$ cat src/verilog/fetch_cfg.svh
// Fetch front end configuration
// Word width, byte count, boot address and memory model depth

`ifndef FETCH_CFG_SVH
`define FETCH_CFG_SVH

////////////////////
// Datapath

`define FETCH_XLEN      32            // Instruction and address width
`define FETCH_NBYTES    4             // Bytes per instruction word

////////////////////
// Reset and memory

`define FETCH_BOOT_ADDR 32'h8000_0000 // First fetch after reset
`define FETCH_MEM_WORDS 256           // Testbench memory model depth in words

`endif

$ cat src/verilog/fetch_pkg.sv
// Fetch front end types
// Word and address types, opcode classes and the two stream payloads

`default_nettype none

`include "fetch_cfg.svh"

package fetch_pkg;

  ////////////////////
  // Basic types

  typedef logic [`FETCH_XLEN-1:0] word_t;  // One instruction word
  typedef logic [`FETCH_XLEN-1:0] addr_t;  // One byte address

  ////////////////////
  // Opcode classes

  typedef enum logic [3:0] {
    LOAD      = 4'd0,
    STORE     = 4'd1,
    BRANCH    = 4'd2,
    JAL       = 4'd3,
    JALR      = 4'd4,
    OP_IMM    = 4'd5,
    OP        = 4'd6,
    UPPER     = 4'd7,   // LUI and AUIPC
    SYSTEM    = 4'd8,
    ILLEGAL   = 4'd9,   // Unknown opcode or bad low bits
    FETCH_ERR = 4'd10   // Bus error on the fetch
  } instr_class_e;

  ////////////////////
  // Stream payloads

  // Fetch unit to predecode, 33 bits
  typedef struct packed {
    word_t instr;
    logic  error;       // Bus error beside the word
  } fetch_word_t;

  // Predecode to decoder skid buffer, 37 bits
  typedef struct packed {
    word_t        instr;
    instr_class_e cls;
    logic         error;
  } predec_t;

endpackage

`default_nettype wire

$ cat src/verilog/fetch_stream_if.sv
// Valid/ready stream link between pipeline stages
// Payload type set per instance, flush runs alongside the data

`timescale 1ns/1ps
`default_nettype none

interface fetch_stream_if #(
  parameter type PAYLOAD = logic
) ();

  logic   valid;   // Source has an item
  logic   ready;   // Sink takes it this cycle
  PAYLOAD data;
  logic   flush;   // Drop everything in flight, from the fetch unit

  // Producer side, the fetch unit also drives flush here
  modport source (
    output valid,
    output data,
    output flush,
    input  ready
  );

  // Consumer side
  modport sink (
    input  valid,
    input  data,
    input  flush,
    output ready
  );

endinterface

`default_nettype wire

$ cat src/verilog/fetch_unit.sv
// Instruction fetch unit
// Issues sequential word reads, catches responses in a two-register skid
// buffer and redirects on aligned jumps. Misaligned targets raise a pulse.

`timescale 1ns/1ps
`default_nettype none

`include "fetch_cfg.svh"

module fetch_unit (
  input  wire                      clk_i,
  input  wire                      rstn_i,
  // Memory request
  output fetch_pkg::addr_t         imem_req_addr_o,
  output logic                     imem_req_valid_o,
  input  wire                      imem_req_ready_i,
  // Memory response
  input  wire fetch_pkg::word_t    imem_rsp_data_i,
  input  wire                      imem_rsp_error_i,
  input  wire                      imem_rsp_valid_i,
  output logic                     imem_rsp_ready_o,
  // Jump and exception
  input  wire                      jmp_valid_i,
  input  wire fetch_pkg::addr_t    jmp_addr_i,
  output logic                     misalign_o,
  output fetch_pkg::addr_t         fault_addr_o,
  // Toward predecode
  fetch_stream_if.source           fetch_o
);

  localparam int unsigned OFS_W = $clog2(`FETCH_NBYTES);  // Byte offset bits

  typedef enum logic [1:0] {
    ST_EMPTY,  // Nothing held
    ST_BUSY,   // Output register holds a word
    ST_FULL,   // Output and skid register both hold a word
    ST_JUMP    // Waiting to issue the jump target
  } fsm_e;

  fsm_e state_q, state_d;

  fetch_pkg::fetch_word_t rsp_word;  // Incoming word with its error bit
  fetch_pkg::fetch_word_t skid_q;    // Response register
  fetch_pkg::fetch_word_t out_q;     // Output register

  logic req_fire, rsp_fire, out_fire;
  logic jmp_ok, jmp_bad;
  logic load, flow, fill, drain, unload, jmp_done;

  assign req_fire = imem_req_valid_o && imem_req_ready_i;
  assign rsp_fire = imem_rsp_valid_i && imem_rsp_ready_o;
  assign out_fire = fetch_o.valid && fetch_o.ready;

  // Jump gated by target alignment
  assign jmp_ok  = jmp_valid_i && (jmp_addr_i[OFS_W-1:0] == '0);
  assign jmp_bad = jmp_valid_i && (jmp_addr_i[OFS_W-1:0] != '0);

  assign rsp_word.instr = imem_rsp_data_i;
  assign rsp_word.error = imem_rsp_error_i;

  ////////////////////
  // Skid registers

  always_ff @(posedge clk_i) begin
    if (fill) begin
      skid_q <= rsp_word;  // Park the word while output is stalled
    end
    if (load || flow || drain) begin
      out_q <= drain ? skid_q : rsp_word;
    end
  end

  assign fetch_o.data  = out_q;
  assign fetch_o.flush = jmp_ok;  // Same cycle as the strobe

  ////////////////////
  // FSM

  always_comb begin
    load     = (state_q == ST_EMPTY) &&  rsp_fire;
    flow     = (state_q == ST_BUSY)  &&  rsp_fire &&  out_fire;
    fill     = (state_q == ST_BUSY)  &&  rsp_fire && ~out_fire;
    unload   = (state_q == ST_BUSY)  && ~rsp_fire &&  out_fire;
    drain    = (state_q == ST_FULL)  &&  out_fire;  // No response lands in FULL
    jmp_done = (state_q == ST_JUMP)  &&  req_fire;
  end

  always_comb begin
    state_d = state_q;
    if (load || flow || drain) state_d = ST_BUSY;
    if (fill)                  state_d = ST_FULL;
    if (unload)                state_d = ST_EMPTY;
    if (jmp_done)              state_d = ST_EMPTY;  // Target request is out
    if (jmp_ok)                state_d = ST_JUMP;   // A new jump wins
  end

  always_ff @(posedge clk_i) begin
    if (!rstn_i) begin
      state_q          <= ST_EMPTY;
      imem_req_valid_o <= 1'b0;
      imem_rsp_ready_o <= 1'b0;
      fetch_o.valid    <= 1'b0;
    end else begin
      state_q          <= state_d;
      // Request only if the held words plus the one in flight leave room
      imem_req_valid_o <= (state_d == ST_JUMP) || (state_d == ST_EMPTY) ||
                          ((state_d == ST_BUSY) && !req_fire);
      imem_rsp_ready_o <= (state_d != ST_FULL);
      fetch_o.valid    <= (state_d == ST_BUSY) || (state_d == ST_FULL);
    end
  end

  ////////////////////
  // Fetch address

  always_ff @(posedge clk_i) begin
    if (!rstn_i) begin
      imem_req_addr_o <= `FETCH_BOOT_ADDR;
    end else if (jmp_ok) begin
      imem_req_addr_o <= jmp_addr_i;  // Redirect
    end else if (req_fire) begin
      imem_req_addr_o <= imem_req_addr_o + fetch_pkg::addr_t'(`FETCH_NBYTES);
    end
  end

  // Misaligned target, pulse and keep fetching
  always_ff @(posedge clk_i) begin
    if (!rstn_i) begin
      misalign_o <= 1'b0;
    end else begin
      misalign_o <= jmp_bad;
    end
  end

  always_ff @(posedge clk_i) begin
    if (jmp_bad) begin
      fault_addr_o <= jmp_addr_i;  // Held until the next fault
    end
  end

endmodule

`default_nettype wire

$ cat src/verilog/instr_predecode.sv
// Instruction predecode stage
// Classifies each fetched word by its opcode in one pipeline register

`timescale 1ns/1ps
`default_nettype none

module instr_predecode (
  input  wire            clk_i,
  input  wire            rstn_i,
  fetch_stream_if.sink   in_i,    // fetch_word_t payload
  fetch_stream_if.source out_o    // predec_t payload
);

  // RV32I major opcodes, bits 6:2
  localparam logic [4:0] OPC_LOAD   = 5'b00000;
  localparam logic [4:0] OPC_STORE  = 5'b01000;
  localparam logic [4:0] OPC_BRANCH = 5'b11000;
  localparam logic [4:0] OPC_JAL    = 5'b11011;
  localparam logic [4:0] OPC_JALR   = 5'b11001;
  localparam logic [4:0] OPC_OP_IMM = 5'b00100;
  localparam logic [4:0] OPC_OP     = 5'b01100;
  localparam logic [4:0] OPC_LUI    = 5'b01101;
  localparam logic [4:0] OPC_AUIPC  = 5'b00101;
  localparam logic [4:0] OPC_SYSTEM = 5'b11100;

  fetch_pkg::fetch_word_t  in_word;
  fetch_pkg::instr_class_e cls;
  fetch_pkg::predec_t      pkt_q;   // Pipeline register
  logic                    valid_q;
  logic [4:0]              opcode;

  assign in_word = in_i.data;
  assign opcode  = in_word.instr[6:2];

  ////////////////////
  // Classification

  always_comb begin
    case (opcode)
      OPC_LOAD:           cls = fetch_pkg::LOAD;
      OPC_STORE:          cls = fetch_pkg::STORE;
      OPC_BRANCH:         cls = fetch_pkg::BRANCH;
      OPC_JAL:            cls = fetch_pkg::JAL;
      OPC_JALR:           cls = fetch_pkg::JALR;
      OPC_OP_IMM:         cls = fetch_pkg::OP_IMM;
      OPC_OP:             cls = fetch_pkg::OP;
      OPC_LUI, OPC_AUIPC: cls = fetch_pkg::UPPER;
      OPC_SYSTEM:         cls = fetch_pkg::SYSTEM;
      default:            cls = fetch_pkg::ILLEGAL;
    endcase
    // Compressed or garbage encodings
    if (in_word.instr[1:0] != 2'b11) cls = fetch_pkg::ILLEGAL;
    if (in_word.error)               cls = fetch_pkg::FETCH_ERR;  // Bus error wins
  end

  ////////////////////
  // Pipeline register

  // Take a new word when empty or when the held one leaves
  assign in_i.ready = !valid_q || out_o.ready;

  always_ff @(posedge clk_i) begin
    if (!rstn_i) begin
      valid_q <= 1'b0;
    end else if (in_i.flush) begin
      valid_q <= 1'b0;           // Drop on jump
    end else if (in_i.ready) begin
      valid_q <= in_i.valid;
    end
  end

  always_ff @(posedge clk_i) begin
    if (in_i.valid && in_i.ready) begin
      pkt_q.instr <= in_word.instr;
      pkt_q.cls   <= cls;
      pkt_q.error <= in_word.error;
    end
  end

  assign out_o.valid = valid_q;
  assign out_o.data  = pkt_q;

endmodule

`default_nettype wire

$ cat src/verilog/dec_skid_buffer.sv
// Decoder side skid buffer
// Main and spare entry so the upstream ready can come from a register

`timescale 1ns/1ps
`default_nettype none

module dec_skid_buffer (
  input  wire                            clk_i,
  input  wire                            rstn_i,
  fetch_stream_if.sink                   in_i,         // predec_t payload
  output fetch_pkg::word_t               dec_instr_o,
  output fetch_pkg::instr_class_e        dec_class_o,
  output logic                           dec_error_o,
  output logic                           dec_valid_o,
  input  wire                            dec_ready_i
);

  fetch_pkg::predec_t main_q, spare_q;
  logic main_valid_q, spare_valid_q, ready_q;
  logic main_valid_d, spare_valid_d;
  logic load_main, load_spare, move_spare;
  logic in_fire, out_fire;

  assign in_fire  = in_i.valid && ready_q;
  assign out_fire = main_valid_q && dec_ready_i;

  ////////////////////
  // Entry control

  always_comb begin
    main_valid_d  = main_valid_q;
    spare_valid_d = spare_valid_q;
    load_main     = 1'b0;
    load_spare    = 1'b0;
    move_spare    = 1'b0;
    if (spare_valid_q) begin          // Upstream is stalled here
      if (out_fire) begin
        move_spare    = 1'b1;
        spare_valid_d = 1'b0;
      end
    end else if (!main_valid_q || out_fire) begin
      main_valid_d = in_fire;
      load_main    = in_fire;
    end else if (in_fire) begin
      spare_valid_d = 1'b1;           // Main stuck, catch the item
      load_spare    = 1'b1;
    end
    if (in_i.flush) begin
      main_valid_d  = 1'b0;
      spare_valid_d = 1'b0;
    end
  end

  always_ff @(posedge clk_i) begin
    if (!rstn_i) begin
      main_valid_q  <= 1'b0;
      spare_valid_q <= 1'b0;
      ready_q       <= 1'b0;
    end else begin
      main_valid_q  <= main_valid_d;
      spare_valid_q <= spare_valid_d;
      ready_q       <= !spare_valid_d;  // Low only with both entries full
    end
  end

  always_ff @(posedge clk_i) begin
    if (load_main)  main_q  <= in_i.data;
    if (move_spare) main_q  <= spare_q;
    if (load_spare) spare_q <= in_i.data;
  end

  assign in_i.ready  = ready_q;
  assign dec_instr_o = main_q.instr;
  assign dec_class_o = main_q.cls;
  assign dec_error_o = main_q.error;
  assign dec_valid_o = main_valid_q;

endmodule

`default_nettype wire

$ cat src/verilog/fetch_top.sv
// Instruction fetch front end
// Fetch unit, predecode and decoder skid buffer in a row

`timescale 1ns/1ps
`default_nettype none

module fetch_top (
  input  wire                       clk_i,
  input  wire                       rstn_i,
  // Instruction memory request
  output fetch_pkg::addr_t          imem_req_addr_o,
  output logic                      imem_req_valid_o,
  input  wire                       imem_req_ready_i,
  // Instruction memory response
  input  wire fetch_pkg::word_t     imem_rsp_data_i,
  input  wire                       imem_rsp_error_i,
  input  wire                       imem_rsp_valid_i,
  output logic                      imem_rsp_ready_o,
  // Decoder
  output fetch_pkg::word_t          dec_instr_o,
  output fetch_pkg::instr_class_e   dec_class_o,
  output logic                      dec_error_o,
  output logic                      dec_valid_o,
  input  wire                       dec_ready_i,
  // Jump and exception
  input  wire                       jmp_valid_i,
  input  wire fetch_pkg::addr_t     jmp_addr_i,
  output logic                      misalign_o,
  output fetch_pkg::addr_t          fault_addr_o
);

  ////////////////////
  // Stage links

  fetch_stream_if #(.PAYLOAD(fetch_pkg::fetch_word_t)) s_fetch ();
  fetch_stream_if #(.PAYLOAD(fetch_pkg::predec_t))     s_predec ();

  assign s_predec.flush = s_fetch.flush;  // One flush for both stages

  fetch_unit i_fetch_unit (
    .clk_i            (clk_i),
    .rstn_i           (rstn_i),
    .imem_req_addr_o  (imem_req_addr_o),
    .imem_req_valid_o (imem_req_valid_o),
    .imem_req_ready_i (imem_req_ready_i),
    .imem_rsp_data_i  (imem_rsp_data_i),
    .imem_rsp_error_i (imem_rsp_error_i),
    .imem_rsp_valid_i (imem_rsp_valid_i),
    .imem_rsp_ready_o (imem_rsp_ready_o),
    .jmp_valid_i      (jmp_valid_i),
    .jmp_addr_i       (jmp_addr_i),
    .misalign_o       (misalign_o),
    .fault_addr_o     (fault_addr_o),
    .fetch_o          (s_fetch.source)
  );

  instr_predecode i_instr_predecode (
    .clk_i  (clk_i),
    .rstn_i (rstn_i),
    .in_i   (s_fetch.sink),
    .out_o  (s_predec.source)
  );

  dec_skid_buffer i_dec_skid_buffer (
    .clk_i       (clk_i),
    .rstn_i      (rstn_i),
    .in_i        (s_predec.sink),
    .dec_instr_o (dec_instr_o),
    .dec_class_o (dec_class_o),
    .dec_error_o (dec_error_o),
    .dec_valid_o (dec_valid_o),
    .dec_ready_i (dec_ready_i)
  );

endmodule

`default_nettype wire

$ cat config.mk
export PLATFORM = sky130hd
export DESIGN_NAME = fetch_top
export DESIGN_NICKNAME = d
export VERILOG_FILES = /design/src/verilog/fetch_pkg.sv /design/src/verilog/fetch_stream_if.sv /design/src/verilog/fetch_unit.sv /design/src/verilog/instr_predecode.sv /design/src/verilog/dec_skid_buffer.sv /design/src/verilog/fetch_top.sv
export VERILOG_INCLUDE_DIRS = /design/src /design/src/verilog
export SDC_FILE = /design/constraint.sdc
export NUM_CORES = 1
export LEC_CHECK = 0
export ABC_CLOCK_PERIOD_IN_PS = 7350
export BUFFER_PORTS_ARGS = -buffer_cell sky130_fd_sc_hd__buf_2
export CORE_MARGIN = 3
export CORE_UTILIZATION = 55
export CTS_BUF_LIST = sky130_fd_sc_hd__clkbuf_2
export DETAILED_ROUTE_END_ITERATION = 8
export PLACE_DENSITY_LB_ADDON = 0.05
export RECOVER_POWER = 25
export SYNTH_ARGS = -nofsm -noshare
export SYNTH_HDL_FRONTEND = slang
export SYNTH_SLANG_ARGS = --single-unit
$ cat constraint.sdc
create_clock -name clk_i -period 7.35 [get_ports clk_i]
set_clock_uncertainty 0.2 [all_clocks]
set_input_delay 0.3675 -clock clk_i [delete_from_list [all_inputs] [get_ports clk_i]]
set_output_delay 0.3675 -clock clk_i [all_outputs]
set_load 0.01 [all_outputs]
Word level (Yosys, flattened, before mapping)
Memories as Yosys holds them, arrays and structs flattened. A register that Yosys moved wholly into a read port is not among the register bits.
Index checks and enable logic that the tools add are counted.
{"block": "totals", "rom_bits": 128, "wordCells": 97, "mem_count": 1, "reg_bits": 251}
{"block": "op_classes", "bitwise": 4, "addsub": 1, "eq_ne": 8, "reduce_logical": 36, "mux": 22}
{"name": "(no name shown)", "depth": 32, "width": 4, "read_ports": 1, "rd_ports_with_merged_regs": 1, "write_ports": 0, "line": "instr_predecode.sv:39", "source": "case (opcode)"}
{"operator": "$mux 37", "count": 2}
{"operator": "$mux 32", "count": 2}
{"operator": "$mux 33", "count": 1}
{"operator": "$add 32x3->32 const B", "count": 1}
{"operator": "$logic_and 1x1->1", "count": 16}
{"operator": "$mux 2", "count": 6}
{"operator": "$mux 1", "count": 10}
{"operator": "$eq 2x2->1 const B", "count": 4}
{"operator": "$logic_or 1x1->1", "count": 7}
{"operator": "$logic_not 2->1", "count": 3}
{"operator": "$reduce_bool 2->1", "count": 3}
{"operator": "$mux 5", "count": 1}
{"operator": "$eq 2x1->1 const B", "count": 2}
{"operator": "$logic_not 1->1", "count": 4}
{"operator": "$ne 2x2->1 const B", "count": 2}
{"operator": "$not 1->1", "count": 4}
{"operator": "$reduce_or 2->1", "count": 2}
{"operator": "$reduce_and 2->1", "count": 1}

Longest topological paths before layout
{"block": "logic_depth", "word_depth": 14, "ltp_mapped": 11, "depth_no_buf": 9}

Worst setup path before layout
OpenSTA, ideal clock, no wires.
{"block": "synth_timing", "path_type": "reg2reg", "startpoint": "reg i_dec_skid_buffer.ready_q, in the netlist i_dec_skid_buffer.in_i.ready", "endpoint": "reg i_fetch_unit.imem_req_valid_o", "setup_time_ps": 128, "setup_slack_ps": 3180, "t_arrival_ps": 3842, "required_time_ps": 7022, "stages_incl_launch_ff": 9, "period_less_slack_ps": 4170, "path_cell_list": "dfxtp_1 > nand2b_4 > and2_4 > buf_6 > nor3_1 > a211o_1 > ha_1 > a21oi_1 > nor2_1"}
{"block": "synth_via", "word_cells_on_any_way": 20, "cone_classes": "eq/ne: 2; mux: 5; bitwise: 1; reduce/logical: 12"}
{"element": "start: declaration", "line": "dec_skid_buffer.sv:19", "source": "logic main_valid_q, spare_valid_q, ready_q;"}
{"element": "start signal: assignment", "line": "dec_skid_buffer.sv:62", "source": "ready_q <= !spare_valid_d;"}
{"element": "$logic_or 1x1->1 *", "line": "instr_predecode.sv:60", "source": "assign in_i.ready = !valid_q || out_o.ready;"}
{"element": "$logic_and 1x1->1 *", "line": "fetch_unit.sv:52", "source": "assign out_fire = fetch_o.valid && fetch_o.ready;"}
{"element": "net i_fetch_unit.out_fire", "line": "fetch_unit.sv:46", "source": "logic req_fire, rsp_fire, out_fire;"}
{"element": "$not 1->1 *", "line": "fetch_unit.sv:82", "source": "fill = (state_q == ST_BUSY) && rsp_fire && ~out_fire;"}
{"element": "$logic_and 1x1->1 *", "line": "fetch_unit.sv:82"}
{"element": "net i_fetch_unit.fill", "line": "fetch_unit.sv:48", "source": "logic load, flow, fill, drain, unload, jmp_done;"}
{"element": "$mux 2 *", "line": "fetch_unit.sv:91", "source": "if (fill) state_d = ST_FULL;"}
{"element": "$mux 2 *", "line": "fetch_unit.sv:92", "source": "if (unload) state_d = ST_EMPTY;"}
{"element": "$mux 2 *", "line": "fetch_unit.sv:93", "source": "if (jmp_done) state_d = ST_EMPTY;"}
{"element": "$mux 2 *", "line": "fetch_unit.sv:94", "source": "if (jmp_ok) state_d = ST_JUMP;"}
{"element": "net i_fetch_unit.state_d[1]", "line": "fetch_unit.sv:40", "source": "fsm_e state_q, state_d;"}
{"element": "$eq 2x2->1, or another cell as far along", "line": "fetch_unit.sv:106", "source": "imem_req_valid_o <= (state_d == ST_JUMP) || (state_d == ST_EMPTY) ||"}
{"element": "$logic_or 1x1->1 / $logic_and 1x1->1 (equally long branches)", "line": "fetch_unit.sv:106, fetch_unit.sv:107"}
{"element": "$logic_or 1x1->1 *", "line": "fetch_unit.sv:106"}
{"element": "end signal: assignment", "line": "fetch_unit.sv:106"}
{"element": "end: declaration", "line": "fetch_unit.sv:15", "source": "output logic imem_req_valid_o,"}
The timed path passes the listed nets; every way through them passes the cells marked *.
A chain may end at the register's enable or synchronous reset.

==> metrics.md <==
| Metric | Value |
|---|---|
| Syn_nets | 720 |
| Number of max-cap violations | 1 |
| Status | complete, but fails checks |
| H-tree depth | 2 |
| Port Buffer Count | 175 |
| Post-Route WL | 20.24 mm |
| Gate Count Post-Synth | 642 |
| DRC marker count from the first detailed-route iteration | 368 |
| Number of warning messages in the yosys log | 0 |
| DRT antenna net count | 0 |
| DRC viols | 0 |
| Worst r2r src | i_dec_skid_buffer.in_i.ready$_SDFF_PN0_ |
| Total CTS buffers | 59 |
| Final Critical Period | 3.904 ns |
| Placer Congestion | 0.8021 |
| Via count | 6240 |
| Hold_sp | imem_rsp_data_i[17] |
| Worst path arrival time | 4.38 ns |
| Critical path launch point type | flop |
| Detail-routed via count per cell | 5.200 |
| CTS tree | built |
| Primary FF master, synth | edfxtp_1 |
| Cts repair resizes | 0 |
| Clk root buf | clkbuf_2 |
| Die Ht | between 100 and 150 um |
| LEAKAGE | around 4.6 nW |
| Sequential-to-total area share from yosys stat | 75.20% |
| Die Wd | 137.9 um |
| Hold Vio Cnt, Final | 0 |
| Final TNS setup | 0 ns |
| Fin crit share | a little over half |
| Core Box Area | 0.01682 mm2 |
| Largest area contributor in the netlist | edfxtp_1 |
| Failing checks | max-capacitance violations, max-slew violations |
| Library cells used by synthesis | 50 |
| Nets@finish | 1010 |
| Hpwl dp | 12.55 mm |
| Asr flop ratio synth | 0% |
| Syn avg cell area | 14.91 um2 |
| Row Count | 47 |
| P per Cell Area | 241.6 mW/mm2 |
| Rel. slew slack | -20.53% |
| TritonRoute pass-1 iters | 4 |
| Global Route Usage Sum | 21.82% |
| Initial Util | between 50% and 60% |
| Final Core Density | between 70 and 80% |
| Largest net degree at the start of global routing | 46 |
| CTS Sinks | 255 |
| Clock slew at reported path FFs | 0.10 ns |
| Unrepaired setup endpoints after global routing | no |
| Worst-path fanout max | 43 |
| Netlist Area Pre-Place | 0.009570 mm2 |
| Worst setup path class | reg -> reg |
| Final WS setup | between 3 and 4 ns |
| Worst-Margin Slew | 1.808 ns |
| Layout cell share with drive strength beyond 1 | 28.19% |
| Critical Path Source | i_dec_skid_buffer.in_i.ready$_SDFF_PN0_ |
| Worst-Skew Late Latency | 0.79 ns |
| Vias in the first global route | 6608 |
| First-pass GRT wire length | 32.12 mm |
| Peak VDD IR | 0.1485 mV |
| Number of flops mapped to enable cells by yosys | approximately 210 |
| Remaining global-route overflow | 0 |
| Initial antenna violation count | 1 |
| Finish-stage setup viols | 0 |
| Synth-to-Final Area Change | 23.89% |
| Synth top area cells | edfxtp_1 (66%), dfxtp_1 (9.6%), mux2_2 (4.5%), nand2_1 (4.3%), xor2_1 (1.6%) |
| Worst hold path class | in -> reg |
| Pre-CTS WS | ~3.4 ns |
| Synthesized flop and latch total | 255 |
| DR WL/cell | between 15 and 20 um |
| CP endpoint kind | flop |
| Io pins | 176 |
| Share of the synthesized area in the top cell type | 65.58% |
| Clock tree buffer depth | 3 |
| Achievable Freq | 256.2 MHz |
| Pins over their slew limit | 34 |
| CP required | slightly below 8 ns |
| Full die area | 0.01902 mm2 |
[logic make-up (layout without fill, tap and decap cells)]
family,after synthesis,in the layout,share of synthesized area [%]
AND/OR/NAND/NOR,215,215,10.52
other,0,1,0
adder cells (fa/ha/maj),7,7,0.9151
multiplexers,40,40,4.680
buffers and inverters,31,368,1.399
AO/OA/AOI/OAI,68,68,4.903
flip-flops,255,255,75.20
XOR/XNOR,26,26,2.379
[flip-flops by register name, summed over array words and instances (netlist names), named ones only]
| signal | cells |
|---|---|
| i_dec_skid_buffer.dec_class_o | 4 |
| i_dec_skid_buffer.dec_error_o | 1 |
| i_dec_skid_buffer.dec_instr_o | 32 |
| i_dec_skid_buffer.dec_valid_o | 1 |
| i_dec_skid_buffer.in_i.ready | 1 |
| i_dec_skid_buffer.spare_q | 37 |
| i_dec_skid_buffer.spare_valid_q | 1 |
| i_fetch_unit.fault_addr_o | 32 |
| i_fetch_unit.fetch_o.data | 33 |
| i_fetch_unit.fetch_o.valid | 1 |
| i_fetch_unit.imem_req_addr_o | 32 |
| i_fetch_unit.imem_req_valid_o | 1 |
| i_fetch_unit.imem_rsp_ready_o | 1 |
| i_fetch_unit.misalign_o | 1 |
| i_fetch_unit.skid_q | 33 |
| i_fetch_unit.state_q | 2 |
| i_instr_predecode.out_o.data | 37 |
| i_instr_predecode.out_o.valid | 1 |
[layer usage]
layer	global-route usage, %	wire length (um)	part of all wire [%]
met1	24.95	7909	39
met2	39.26	10670	53
met3	6.096	1320	6.5
met4	7.739	333	1.6
met5	0	0	0
[Yosys cell counts, types with 4 or more instances]
cell,n
xor2_1,17
nand2_1,110
xnor2_1,9
and2_1,8
or3_1,4
a21oi_1,12
a311oi_1,6
mux2_2,38
inv_1,6
a211oi_1,18
o21ai_0,14
and3_1,11
nor2_1,37
nand4_1,6
clkbuf_1,16
a21o_1,4
nand3_1,15
dfxtp_1,46
nor3_1,4
ha_1,7
edfxtp_1,209
[power breakdown]
group          internal [mW]  leakage [nW]  total [mW]  switching [mW]
Combinational          0.115          1.84       0.274           0.159
Sequential              1.68          2.30        1.73          0.0435
Clock                  0.344         0.423       0.864           0.520
[cell type report]
class                   count  area (um2)
clock inverters            11       47.55
clock buffers              97       485.5
flip-flops and latches    255        7197
repair buffers            252        1554
inverters                   8       30.03
multi-input cells         356        2265
diodes                      1       2.502
fillers                  1255        4962
well taps                 220       275.3
[critical path, stage by stage, from the launching register on]
cell and delay (ns):
dfxtp_1 0.36, nand2b_4 0.14, and2_4 0.55, nand3_4 0.48, nand2_2 0.82, nand2b_1 0.16, o21ai_0 0.21, ha_1 0.28
or4b_1 0.43, and4_1 0.16
[what timing repair did]
action,4_1_cts,5_1_grt
hold buffers,71,0
setup buffers,0,0
hold endpoints to repair,139,0
[layout by cell type, fill, tap and decap left out, types with 4 or more instances in the layout]
cell type	Yosys	layout
nand4_1	6	6
clkinv_1	0	8
a21oi_1	12	12
ha_1	7	7
buf_2	2	116
a311oi_1	6	6
inv_1	6	6
buf_4	0	5
edfxtp_1	209	209
mux2_2	38	38
dfxtp_1	46	46
nor2_1	37	37
nand3_1	15	14
o21ai_0	14	14
and2_1	8	7
xor2_1	17	17
and3_1	11	11
a211oi_1	18	18
clkbuf_1	16	59
dlygate4sd3_1	0	71
xnor2_1	9	9
a21o_1	4	4
or3_1	4	4
clkbuf_2	0	97
nand2_1	110	109
[through the flow]
step / power, mW / hold WS [ns] / instance area [um2] / instances
floorplan: 1.897 / 0.2003 / 9570 / 642
global placement: 1.993 / 0.2010 / 10690 / 1020
detailed placement: 2.008 / 0.2045 / 10690 / 1020
CTS: 2.900 / 0.01851 / 11930 / 1199
global route: 3.010 / 0.009780 / 11860 / 1200
finish: 2.864 / 0.1057 / 11860 / 1200
[worst paths after layout]
path	endpoint	slack, ns	cells past startpoint
max	flop	3.45	9
min reg2reg	i_instr_predecode.out_o.data[12]$_DFFE_PP_	0.22	0
min	i_fetch_unit.skid_q[18]$_DFFE_PP_	0.11	2
max reg2reg	flop	3.45	9
(Power assumes the default switching activity.)
